`config.mk`:
```
export PLATFORM = sky130hd
export DESIGN_NAME = int_pipe_top
export DESIGN_NICKNAME = d
export VERILOG_FILES = /design/src/mips_pkg.sv /design/src/alu.sv /design/src/inst_decoder.sv /design/src/int_pipe_top.sv /design/src/operand_bypass.sv /design/src/reg_file.sv
export SDC_FILE = /design/constraint.sdc
export NUM_CORES = 2
export LEC_CHECK = 0
export BUFFER_PORTS_ARGS = -buffer_cell sky130_fd_sc_hd__buf_2
export CAP_MARGIN = 15
export CORE_AREA = 3 3 493 495
export DETAILED_ROUTE_END_ITERATION = 16
export DIE_AREA = 0 0 496 498
export GPL_TIMING_DRIVEN = 0
export PLACE_DENSITY = 0.41
export SETUP_SLACK_MARGIN = 0.2
export SYNTH_ARGS = -nofsm -noshare
export SYNTH_HDL_FRONTEND = slang
export SYNTH_HIERARCHICAL = 1
export SYNTH_SLANG_ARGS = --single-unit
export TNS_END_PERCENT = 5
```
`constraint.sdc`:
```
create_clock -name clk -period 5.87 [get_ports clk]
set_input_delay 0.587 -clock clk [delete_from_list [all_inputs] [get_ports clk]]
set_output_delay 0.587 -clock clk [all_outputs]
set_load 0.05 [all_outputs]
```
`src/mips_pkg.sv`:
```
// MIPS32 integer pipeline shared definitions.
// field widths, instruction encodings, ALU ops and stage records.
package mips_pkg;

    typedef logic [31:0] word_t;
    typedef logic [4:0]  reg_addr_t;
    typedef logic [4:0]  shamt_t;
    typedef logic [5:0]  opcode_t;
    typedef logic [5:0]  funct_t;
    typedef logic [15:0] imm16_t;

    localparam int        num_regs = 32;
    localparam reg_addr_t zero_reg = 5'd0;

    // primary opcodes.
    localparam opcode_t op_special = 6'h00;
    localparam opcode_t op_addi    = 6'h08;
    localparam opcode_t op_addiu   = 6'h09;
    localparam opcode_t op_slti    = 6'h0a;
    localparam opcode_t op_sltiu   = 6'h0b;
    localparam opcode_t op_andi    = 6'h0c;
    localparam opcode_t op_ori     = 6'h0d;
    localparam opcode_t op_xori    = 6'h0e;
    localparam opcode_t op_lui     = 6'h0f;

    // SPECIAL funct codes.
    localparam funct_t fn_sll  = 6'h00;
    localparam funct_t fn_srl  = 6'h02;
    localparam funct_t fn_sra  = 6'h03;
    localparam funct_t fn_sllv = 6'h04;
    localparam funct_t fn_srlv = 6'h06;
    localparam funct_t fn_srav = 6'h07;
    localparam funct_t fn_movz = 6'h0a;
    localparam funct_t fn_movn = 6'h0b;
    localparam funct_t fn_add  = 6'h20;
    localparam funct_t fn_addu = 6'h21;
    localparam funct_t fn_sub  = 6'h22;
    localparam funct_t fn_subu = 6'h23;
    localparam funct_t fn_and  = 6'h24;
    localparam funct_t fn_or   = 6'h25;
    localparam funct_t fn_xor  = 6'h26;
    localparam funct_t fn_nor  = 6'h27;
    localparam funct_t fn_slt  = 6'h2a;
    localparam funct_t fn_sltu = 6'h2b;

    typedef enum logic [3:0] {
        alu_nop, alu_add, alu_sub, alu_and, alu_or, alu_xor, alu_nor,
        alu_slt, alu_sltu, alu_sll, alu_srl, alu_sra, alu_movz, alu_movn
    } alu_op_e;

    typedef struct packed {
        alu_op_e   alu_op;
        logic      r1_read;
        reg_addr_t r1_addr;
        logic      r2_read;
        reg_addr_t r2_addr;
        logic      wreg;
        reg_addr_t wr_addr;
        word_t     ext_imm;   // immediate or sa, used by an unread operand.
    } dec_t;

    typedef struct packed {
        logic      valid;
        alu_op_e   alu_op;
        logic      wreg;
        reg_addr_t wr_addr;
        word_t     opr1;
        word_t     opr2;
    } ex_stage_t;

    typedef struct packed {
        logic      wreg;
        reg_addr_t wr_addr;
        word_t     data;
    } wb_stage_t;

    // one bypass source.
    typedef struct packed {
        logic      wreg;
        reg_addr_t wr_addr;
        word_t     data;
    } fwd_t;

endpackage

```
`src/alu.sv`:
```
// Integer ALU for the EX stage.
// also resolves the MOVZ/MOVN write condition.
module alu import mips_pkg::*; (
    input  ex_stage_t ex,
    output wb_stage_t res,
    output fwd_t      ex_fwd
);

    shamt_t shamt;
    word_t  result;
    logic   cond_ok;

    assign shamt = ex.opr1[4:0];   // variable and sa shifts alike.

    always_comb begin
        result  = '0;
        cond_ok = 1'b1;
        case (ex.alu_op)
            alu_add:  result = ex.opr1 + ex.opr2;
            alu_sub:  result = ex.opr1 - ex.opr2;
            alu_and:  result = ex.opr1 & ex.opr2;
            alu_or:   result = ex.opr1 | ex.opr2;
            alu_xor:  result = ex.opr1 ^ ex.opr2;
            alu_nor:  result = ~(ex.opr1 | ex.opr2);
            alu_slt:  result = word_t'($signed(ex.opr1) < $signed(ex.opr2));
            alu_sltu: result = word_t'(ex.opr1 < ex.opr2);
            alu_sll:  result = ex.opr2 << shamt;
            alu_srl:  result = ex.opr2 >> shamt;
            alu_sra:  result = word_t'($signed(ex.opr2) >>> shamt);
            alu_movz: begin
                result  = ex.opr1;
                cond_ok = (ex.opr2 == '0);
            end
            alu_movn: begin
                result  = ex.opr1;
                cond_ok = (ex.opr2 != '0);
            end
            default: begin
                result  = '0;
                cond_ok = 1'b0;
            end
        endcase
    end

    assign res.wreg    = ex.valid && ex.wreg && cond_ok;
    assign res.wr_addr = ex.wr_addr;
    assign res.data    = result;

    // same result goes back to decode.
    assign ex_fwd.wreg    = res.wreg;
    assign ex_fwd.wr_addr = res.wr_addr;
    assign ex_fwd.data    = res.data;

endmodule

```
`src/inst_decoder.sv`:
```
// Instruction decoder for the integer pipeline.
// maps one MIPS32 word to ALU op, reads, destination and extended immediate.
module inst_decoder import mips_pkg::*; (
    input  word_t inst,
    output dec_t  dec
);

    opcode_t   opcode;
    reg_addr_t rs;
    reg_addr_t rt;
    reg_addr_t rd;
    shamt_t    sa;
    funct_t    funct;
    imm16_t    imm;

    word_t   sign_ext;
    word_t   zero_ext;
    word_t   lui_ext;
    alu_op_e sp_op;
    logic    sa_form;
    alu_op_e imm_op;
    word_t   imm_val;

    assign opcode = inst[31:26];
    assign rs     = inst[25:21];
    assign rt     = inst[20:16];
    assign rd     = inst[15:11];
    assign sa     = inst[10:6];
    assign funct  = inst[5:0];
    assign imm    = inst[15:0];

    assign sign_ext = {{16{imm[15]}}, imm};
    assign zero_ext = {16'h0000, imm};
    assign lui_ext  = {imm, 16'h0000};

    // SLL/SRL/SRA take the shift amount from sa.
    assign sa_form = (funct == fn_sll) || (funct == fn_srl) || (funct == fn_sra);

    always_comb begin
        case (funct)
            fn_sll, fn_sllv:  sp_op = alu_sll;
            fn_srl, fn_srlv:  sp_op = alu_srl;
            fn_sra, fn_srav:  sp_op = alu_sra;
            fn_movz:          sp_op = alu_movz;
            fn_movn:          sp_op = alu_movn;
            fn_add, fn_addu:  sp_op = alu_add;   // no overflow trap.
            fn_sub, fn_subu:  sp_op = alu_sub;
            fn_and:           sp_op = alu_and;
            fn_or:            sp_op = alu_or;
            fn_xor:           sp_op = alu_xor;
            fn_nor:           sp_op = alu_nor;
            fn_slt:           sp_op = alu_slt;
            fn_sltu:          sp_op = alu_sltu;
            default:          sp_op = alu_nop;
        endcase
    end

    always_comb begin
        imm_op  = alu_nop;
        imm_val = sign_ext;
        case (opcode)
            op_addi, op_addiu: imm_op = alu_add;
            op_slti:           imm_op = alu_slt;
            op_sltiu:          imm_op = alu_sltu;  // unsigned compare, sign-extended imm.
            op_andi: begin
                imm_op  = alu_and;
                imm_val = zero_ext;
            end
            op_ori: begin
                imm_op  = alu_or;
                imm_val = zero_ext;
            end
            op_xori: begin
                imm_op  = alu_xor;
                imm_val = zero_ext;
            end
            op_lui: begin
                if (rs == '0) begin
                    imm_op  = alu_or;
                    imm_val = lui_ext;
                end
            end
            default: imm_op = alu_nop;
        endcase
    end

    always_comb begin
        dec         = '0;
        dec.r1_addr = rs;
        dec.r2_addr = rt;
        dec.wr_addr = rd;
        case (opcode)
            op_special: begin
                if (sa_form) begin
                    if (rs == '0) begin
                        dec.alu_op  = sp_op;
                        dec.r2_read = 1'b1;
                        dec.wreg    = 1'b1;
                        dec.ext_imm = word_t'(sa);
                    end
                end else if (sa == '0 && sp_op != alu_nop) begin
                    dec.alu_op  = sp_op;
                    dec.r1_read = 1'b1;
                    dec.r2_read = 1'b1;
                    dec.wreg    = 1'b1;
                end
            end
            default: begin
                if (imm_op != alu_nop) begin
                    dec.alu_op  = imm_op;
                    dec.r1_read = 1'b1;
                    dec.wreg    = 1'b1;
                    dec.wr_addr = rt;
                    dec.ext_imm = imm_val;
                end
            end
        endcase
        // register 0 never takes a write.
        if (dec.wr_addr == zero_reg) begin
            dec.wreg = 1'b0;
        end
    end

endmodule

```
`src/int_pipe_top.sv`:
```
// Three-stage integer pipeline, ID/EX/WB.
// one instruction per valid cycle, full operand bypass, no stalls.
module int_pipe_top import mips_pkg::*; (
    input  logic      clk,
    input  logic      rst_n,
    input  logic      inst_valid,
    input  word_t     inst,
    output logic      wb_valid,
    output reg_addr_t wb_addr,
    output word_t     wb_data
);

    logic      id_valid;
    word_t     id_inst;
    dec_t      dec;
    word_t     r1_data;
    word_t     r2_data;
    word_t     opr1;
    word_t     opr2;
    fwd_t      ex_fwd;
    fwd_t      wb_fwd;
    ex_stage_t ex_q;
    wb_stage_t ex_res;
    wb_stage_t wb_q;

    always_ff @(posedge clk) begin
        if (!rst_n) begin
            id_valid <= 1'b0;
            id_inst  <= '0;
        end else begin
            id_valid <= inst_valid;
            id_inst  <= inst;
        end
    end

    inst_decoder inst_decoder_i (
        .inst (id_inst),
        .dec  (dec)
    );

    reg_file reg_file_i (
        .clk     (clk),
        .rst_n   (rst_n),
        .r1_addr (dec.r1_addr),
        .r2_addr (dec.r2_addr),
        .r1_data (r1_data),
        .r2_data (r2_data),
        .wr      (wb_q)
    );

    assign wb_fwd.wreg    = wb_q.wreg;
    assign wb_fwd.wr_addr = wb_q.wr_addr;
    assign wb_fwd.data    = wb_q.data;

    operand_bypass operand_bypass_i (
        .dec     (dec),
        .r1_data (r1_data),
        .r2_data (r2_data),
        .ex_fwd  (ex_fwd),
        .wb_fwd  (wb_fwd),
        .opr1    (opr1),
        .opr2    (opr2)
    );

    always_ff @(posedge clk) begin
        if (!rst_n) begin
            ex_q <= '0;
        end else begin
            ex_q.valid   <= id_valid;
            ex_q.alu_op  <= dec.alu_op;
            ex_q.wreg    <= dec.wreg && id_valid;   // bubbles never write.
            ex_q.wr_addr <= dec.wr_addr;
            ex_q.opr1    <= opr1;
            ex_q.opr2    <= opr2;
        end
    end

    alu alu_i (
        .ex     (ex_q),
        .res    (ex_res),
        .ex_fwd (ex_fwd)
    );

    always_ff @(posedge clk) begin
        if (!rst_n) begin
            wb_q <= '0;
        end else begin
            wb_q <= ex_res;
        end
    end

    assign wb_valid = wb_q.wreg;
    assign wb_addr  = wb_q.wr_addr;
    assign wb_data  = wb_q.data;

endmodule

```
`src/operand_bypass.sv`:
```
// Operand bypass for the decode stage.
// picks each source from EX result, writeback, register file or immediate.
module operand_bypass import mips_pkg::*; (
    input  dec_t  dec,
    input  word_t r1_data,
    input  word_t r2_data,
    input  fwd_t  ex_fwd,
    input  fwd_t  wb_fwd,
    output word_t opr1,
    output word_t opr2
);

    logic ex_r1_hit;
    logic ex_r2_hit;
    logic wb_r1_hit;
    logic wb_r2_hit;

    assign ex_r1_hit = ex_fwd.wreg && (ex_fwd.wr_addr == dec.r1_addr);
    assign ex_r2_hit = ex_fwd.wreg && (ex_fwd.wr_addr == dec.r2_addr);
    assign wb_r1_hit = wb_fwd.wreg && (wb_fwd.wr_addr == dec.r1_addr);
    assign wb_r2_hit = wb_fwd.wreg && (wb_fwd.wr_addr == dec.r2_addr);

    // newer EX result wins over writeback.
    always_comb begin
        if (!dec.r1_read) begin
            opr1 = dec.ext_imm;
        end else if (ex_r1_hit) begin
            opr1 = ex_fwd.data;
        end else if (wb_r1_hit) begin
            opr1 = wb_fwd.data;
        end else begin
            opr1 = r1_data;
        end
    end

    always_comb begin
        if (!dec.r2_read) begin
            opr2 = dec.ext_imm;
        end else if (ex_r2_hit) begin
            opr2 = ex_fwd.data;
        end else if (wb_r2_hit) begin
            opr2 = wb_fwd.data;
        end else begin
            opr2 = r2_data;
        end
    end

endmodule

```
`src/reg_file.sv`:
```
// General purpose register file, 2 read ports and 1 write port.
module reg_file import mips_pkg::*; (
    input  logic      clk,
    input  logic      rst_n,
    input  reg_addr_t r1_addr,
    input  reg_addr_t r2_addr,
    output word_t     r1_data,
    output word_t     r2_data,
    input  wb_stage_t wr
);

    // register 0 has no storage.
    word_t regs [1:num_regs-1];

    always_ff @(posedge clk) begin
        if (!rst_n) begin
            for (int i = 1; i < num_regs; i++) begin
                regs[i] <= '0;
            end
        end else if (wr.wreg && wr.wr_addr != zero_reg) begin
            regs[wr.wr_addr] <= wr.data;
        end
    end

    // reads see the old value during a write.
    always_comb begin
        if (r1_addr == zero_reg) begin
            r1_data = '0;
        end else begin
            r1_data = regs[r1_addr];
        end
    end

    always_comb begin
        if (r2_addr == zero_reg) begin
            r2_data = '0;
        end else begin
            r2_data = regs[r2_addr];
        end
    end

endmodule
```
[Word level (Yosys, flattened, before mapping)]
Memories as Yosys holds them, arrays and structs flattened. A register that Yosys moved wholly into a read port is not among the register bits.
Cells that the tools add are included.
Storage, ports and cells
  output and inout port bits: 38
  memory bits (read-only): 256
  RAM bits: 992
  memories: 2
  logic and storage cells: 119
  register bits: 146
  input port bits: 35
Cells by class
  $lt $le $gt $ge: 2
  reduce and logical (&&, ||, !) cells: 27
  bitwise gates (word level): 4
  shift operators: 3
  mux-type cells: 41
  $add $sub $neg: 2
  equal/unequal tests: 27
Memory list
  reg_file_i.regs: words 31, width 32, rd ports 2, clocked after memory_dff 2, wr ports 31, RTL line reg_file.sv:13  | word_t regs [1:num_regs-1];
  (name not given): words 64, width 4, rd ports 1, clocked after memory_dff 1, wr ports 0, RTL line inst_decoder.sv:40  | case (funct)
Operators by type and width (number)
  32-bit one-hot mux with 12 select lines: 1
  32-bit two-way mux: 11
  32-bit less-than comparator: 2
  32-bit one-hot mux with 2 select lines: 1
  6-bit by 4-bit equality test with 1-bit output, second input constant: 8
  5-bit two-way mux: 8
  38-bit two-way mux: 1
  32-bit adder: 1
  32-bit AND: 1
  32-bit zero test: 1
  32-bit NOT: 1
  32-bit OR: 1
  32-bit nonzero test: 1
  32-bit OR reduction: 1
  32-bit by 5-bit << shifter with 32-bit output: 1
  32-bit by 5-bit >> shifter with 32-bit output: 1
  32-bit by 5-bit >>> shifter with 32-bit output: 1
  32-bit subtractor: 1
  32-bit XOR: 1
  31-bit two-way mux: 1
  4-bit one-hot mux with 7 select lines: 1
  4-bit equality test, second input constant: 6
  5-bit equality test: 4
  5-bit zero test: 4
  17 further kinds: 46

[Longest topological paths before layout]
  word-level depth: 9
  gate-level depth with buffers: 20
  mapped depth without buffers: 15

[Cells and area by module]
The synthesis kept the hierarchy.
By module, submodules not included
  reg_file: instances 1, sequential area each 30749.5 µm², cells an instance 3507, area each 54217.0 µm²
  alu: instances 1, sequential area each 0.0 µm², cells an instance 1434, area each 9636.7 µm²
  int_pipe_top: instances 1, sequential area each 2922.8 µm², cells an instance 308, area each 4058.9 µm²
  operand_bypass: instances 1, sequential area each 0.0 µm², cells an instance 366, area each 2681.3 µm²
  inst_decoder: instances 1, sequential area each 0.0 µm², cells an instance 154, area each 997.2 µm²

[Least setup slack after synthesis]
Ideal clock, no wire load.
  path kind: flip-flop to flip-flop
  from: reg wb_q (netlist bit wb_addr[2])
  to: mem reg_file_i/regs[7][0] (netlist bit) (enable)
  cell stages (with the launch flop): 4
  slack: 1.675 ns
  clock period less this slack: 4.195 ns
  arrival: 3.730 ns
  buffers on the path: 1
  data required time: 5.404 ns
  library setup time: 0.466 ns
  cells stage by stage: dfxtp_1 > or3b_2 > clkbuf_1 > o21ai_0
RTL lines
  start: declaration: RTL line int_pipe_top.sv:24  | wb_stage_t wb_q;
  start signal: assignment: RTL line int_pipe_top.sv:88  | wb_q <= ex_res;
  end: declaration: RTL line reg_file.sv:13

[Final worst setup path]
  from: reg id_inst[23]
  to: reg ex_q[61] (netlist bit)
Between the ends
  elaborated cells between the ends (all ways): 18
  those cells by class: 2 x eq/ne; 12 x mux; 4 x reduce/logical
RTL lines
  start: declaration: RTL line int_pipe_top.sv:14  | word_t id_inst;
  start signal: assignment: RTL line int_pipe_top.sv:32  | id_inst <= inst;
  5-bit zero test: RTL line reg_file.sv:27  | if (r1_addr == zero_reg) begin
  32-bit two-way mux: RTL line reg_file.sv:27
  named net r1_data[29]: RTL line int_pipe_top.sv:16  | word_t r1_data;
  32-bit two-way mux: RTL line operand_bypass.sv:29  | end else if (wb_r1_hit) begin
  32-bit two-way mux: RTL line operand_bypass.sv:27  | end else if (ex_r1_hit) begin
  32-bit two-way mux: RTL line operand_bypass.sv:25  | if (!dec.r1_read) begin
  named net opr1[29]: RTL line int_pipe_top.sv:18  | word_t opr1;
  end: declaration: RTL line int_pipe_top.sv:22  | ex_stage_t ex_q;
The timed path passes the listed nets, and every way through them passes these cells.
A chain may end at the register's enable or synchronous reset.

==> impl_results.md <==
* Clk Latency, worst-skew pair at 0.82 ns
* Final weighted congestion in routability-driven placement at 1.01
* Critical path launch point type: flip-flop
* Worst R2R Start: id_inst[23]
* Vias per cell at ~6
* Netlist area before placement at 71600 µm²
* Post-placement worst setup slack at -0.207 ns
* Count of port buffers added during placement at 72
* Overall power after layout at 21.7 mW
* Total of fill cells in the finished design at about 24k
* Critical register-to-register path endpoint: ex_q[61]
* Hold path startpoint: inst[2]
* Die area at 247000 µm²
* Hold path endpoint: id_inst[2]
* Critical path data required time at 6.63 ns
* Maximum level of the CTS H-tree at 4
* Setup slack, reg-to-reg at 0.02 ns
* Part of the power in registers at 44.1%
* Slowest stage cell on the critical path: nor3_1
* Share of flip-flops with an asynchronous set or reset at 0%
* Most frequent cells in the layout: 1155 x and2_1, 1024 x edfxtp_1, 491 x mux4_2
* Clock Skews at roughly 0.052 ns
* DRC violations left at 0
* Switching Share at 28.7%
* Final setup vio count at 0
* GRT Total Usage at 29.0%
* Power dissipated by switching net loads at 6.24 mW
* Clock edge transition at the registers on the reported setup and hold paths at 0.06 ns
* Worst-path fanout max at 10
* Starting DRT DRC Count at 7294
* Std-Cell Rows at between 150 and 200
* Global-route congestion overflow total at 0
* Largest incremental delay on the critical path at 0.91 ns
* Commonest non-fill, non-tap cell in the layout: and2_1
* Post-layout net count at 6272
* Cell depth of the worst flop-to-flop path at 12
* Post-detailed-route wirelength per cell at 38.9 µm
* Final Hold Fails at 0
* Total detailed-routing wirelength at between 300 and 400 mm
* Share of the cycle needed by the critical path after routing at between 90% and 100%
* First-pass DRT Iterations at 5
* Y dimension of the die at roughly 500 µm
* Number of buffers inserted during clock tree synthesis at 140
* P_leak at 29.2 nW
* Worst path buffer plus inverter count at 5
* Vias at ~55k
* Total Negative Setup Slacks at 0 ns
* Layout-stage area growth over the synthesis result at 16.0%
* Design area at between 80000 and 90000 µm²
* Mean Syn Cell Area at 12.4 µm²
* Worst hold path stage count at 2
* Post-CTS setup buffers at 0
* Number of enable-type register cells in the synthesized netlist at 1024
* Internal cell power at 15.5 mW
* Number of buffers on the longest clock path at 3
* Least-Margin Pin Slew at 1.41 ns
* Post-DP Area at 78000 µm²
* Result of the run: completed
* Number of storage elements in the synthesis netlist at 1170
* Max Cap Violations at 0
* Detailed placer's ending HPWL at about 280 mm
* Largest net degree at the start of global routing at 23
* Worst hold path class: primary input to flip-flop
* Clock tree from TritonCTS: yes
* Pwr Density at 262 nW/µm²
* Largest voltage drop on the vdd net at 0.000278 V
* Number of sinks driven by the clock tree at 1170
* Headroom to the max-slew limit at approximately 5%
* Commonest register cell after synthesis: edfxtp_1
* Mapped Cells at between 5k and 6k
* Number of library cell types mapped by synthesis at roughly 110
* Number of routed nets with antenna violations at 0
* CP cell instances: buf_4, buf_2, buf_2, buf_4, nand3b_1, clkbuf_2, o221ai_1, a211oi_1, nor3_1, a221o_1, a31o_1, and2_2
* Worst Setup End Kind: flip-flop
* Share of layout cells above drive strength 1 at 20.6%
* Antenna violations before repair at 24
* Tmin final at roughly 6 ns
* Clock power share at 40.8%
* Startpoint-to-endpoint class of the critical path: flip-flop to flip-flop
* Global-route wire length before repair at just under 500 mm
* Die Span X at between 400 and 500 µm
* Unrepaired setup endpoints after global routing: true
* Yosys warnings at 6
* Top achievable clock speed at between 150 and 200 MHz
* Logic gate share of total power at between 10% and 20%
* Cell type group with the largest total delay on the critical path: buffers and inverters
* Core ar. at 238000 µm²
* Sequential share of the synthesized area at 47.0%
* Via count of the first global-routing pass at about 54k
* Arrival time at the worst endpoint at between 6 and 7 ns
* Count of pins on the block boundary at between 70 and 80
* Final worst slack at 0.0224 ns
* Smallest hold slack at 0.0446 ns
* Max-slew violation count at 0
* Buffer type at the clock tree root: clkbuf_16
* Effective utilization at floorplan at 30.0%
registers in the layout (all words and copies together) (netlist names):
name / count
reg_file_i/regs: 1024
wb_addr: 5
wb_data: 32
ex_q: 75
wb_valid: 1
id_valid: 1
id_inst: 32
synthesized netlist by cell type (105+ instances only):
cell / n / area [µm²]
and2_1: 1155 / 7230
edfxtp_1: 1024 / 30700
mux4_2: 491 / 11100
clkbuf_1: 373 / 1400
mux2i_1: 228 / 2280
nor2_1: 192 / 721
o21ai_0: 184 / 921
a21oi_1: 149 / 746
dfxtp_1: 146 / 2920
nand2_1: 132 / 495
inv_1: 108 / 405
ha_1: 105 / 1310
layout make-up:
| class | instances | area, µm² | area share (%) |
|---|---|---|---|
| Tap cell | 3167 | 3960 | 4.77 |
| Timing Repair Buffer | 189 | 2370 | 2.86 |
| Inverter | 110 | 413 | 0.497 |
| Clock inverter | 77 | 810 | 0.975 |
| Antenna cell | 12 | 30.0 | 0.0362 |
| Sequential cell | 1170 | 33700 | 40.6 |
| Buffer | 628 | 3200 | 3.86 |
| Multi-Input combinational cell | 3891 | 34800 | 41.9 |
| Clock buffer | 169 | 3730 | 4.49 |
stage by stage:
stage	utilization, %	instances
after detailed placement	32.7	9116
after CTS	34.8	9391
after floorplan	-	5800
final	34.8	9413
after global routing	34.8	9403
after global placement	31.9	9039
power by group through the flow:
stage	Sequential [mW]	Clock (mW)	Combinational (mW)
2_1_floorplan	9.64	0	1.71
6_report	9.58	8.86	3.28
3_3_place_gp	9.81	0	3.02
5_1_grt	9.59	9.30	3.36
4_1_cts	9.57	9.02	3.20
3_5_place_dp	9.74	0	3.17
worst max-delay path by stage:
stage                      from                endpoint  slack, ns  cells after the start
floorplan            wb_addr[2]   reg_file_i/regs[7][0]       1.67                      3
finish              id_inst[23]                ex_q[61]       0.02                     12
detailed placement     ex_q[36]                ex_q[32]      -0.21                     17
global placement          rst_n  reg_file_i/regs[19][2]      -3.37                      4
CTS                    ex_q[32]                ex_q[62]       0.23                     20
global route        id_inst[23]                ex_q[61]       0.15                     12
cell families (layout without fill, tap and decap cells):
family          after synthesis  after routing  share of synthesized area [%]
buf+inv                     739           1173                           5.04
xor+xnor                     56             56                          0.685
other cells                   1             44                        0.00524
compound gates             1006           1006                           10.2
mux                         774            774                           19.5
flops                      1170           1170                           47.0
fa+ha+maj                   107            107                           1.89
simple gates               1916           1916                           15.6
repair_timing:
item	in CTS	in global routing
hold buffers	30	0
hold endpoints to repair	30	0
pin swaps	0	0
setup endpoints to repair	9	13
gates resized for setup	3	3
per-layer routing:
layer  vias up  share of wire, %  track usage (%)
met3       561               9.3             7.29
met2      3041                44             43.3
li1      22500                 -                -
met5         -            0.0035                0
met1     29300                43             40.3
met4         2               4.3             10.7
worst register-to-register path, stage by stage, from the launching register on:
cell and delay [ns]:
dfxtp_1 0.34, buf_4 0.14, buf_2 0.48, buf_2 0.57, buf_4 0.46, nand3b_1 0.66, clkbuf_2 0.80, o221ai_1 0.46
a211oi_1 0.23, nor3_1 0.92, a221o_1 0.42, a31o_1 0.19, and2_2 0.14
Note: power is estimated with default switching activity, not from simulation.
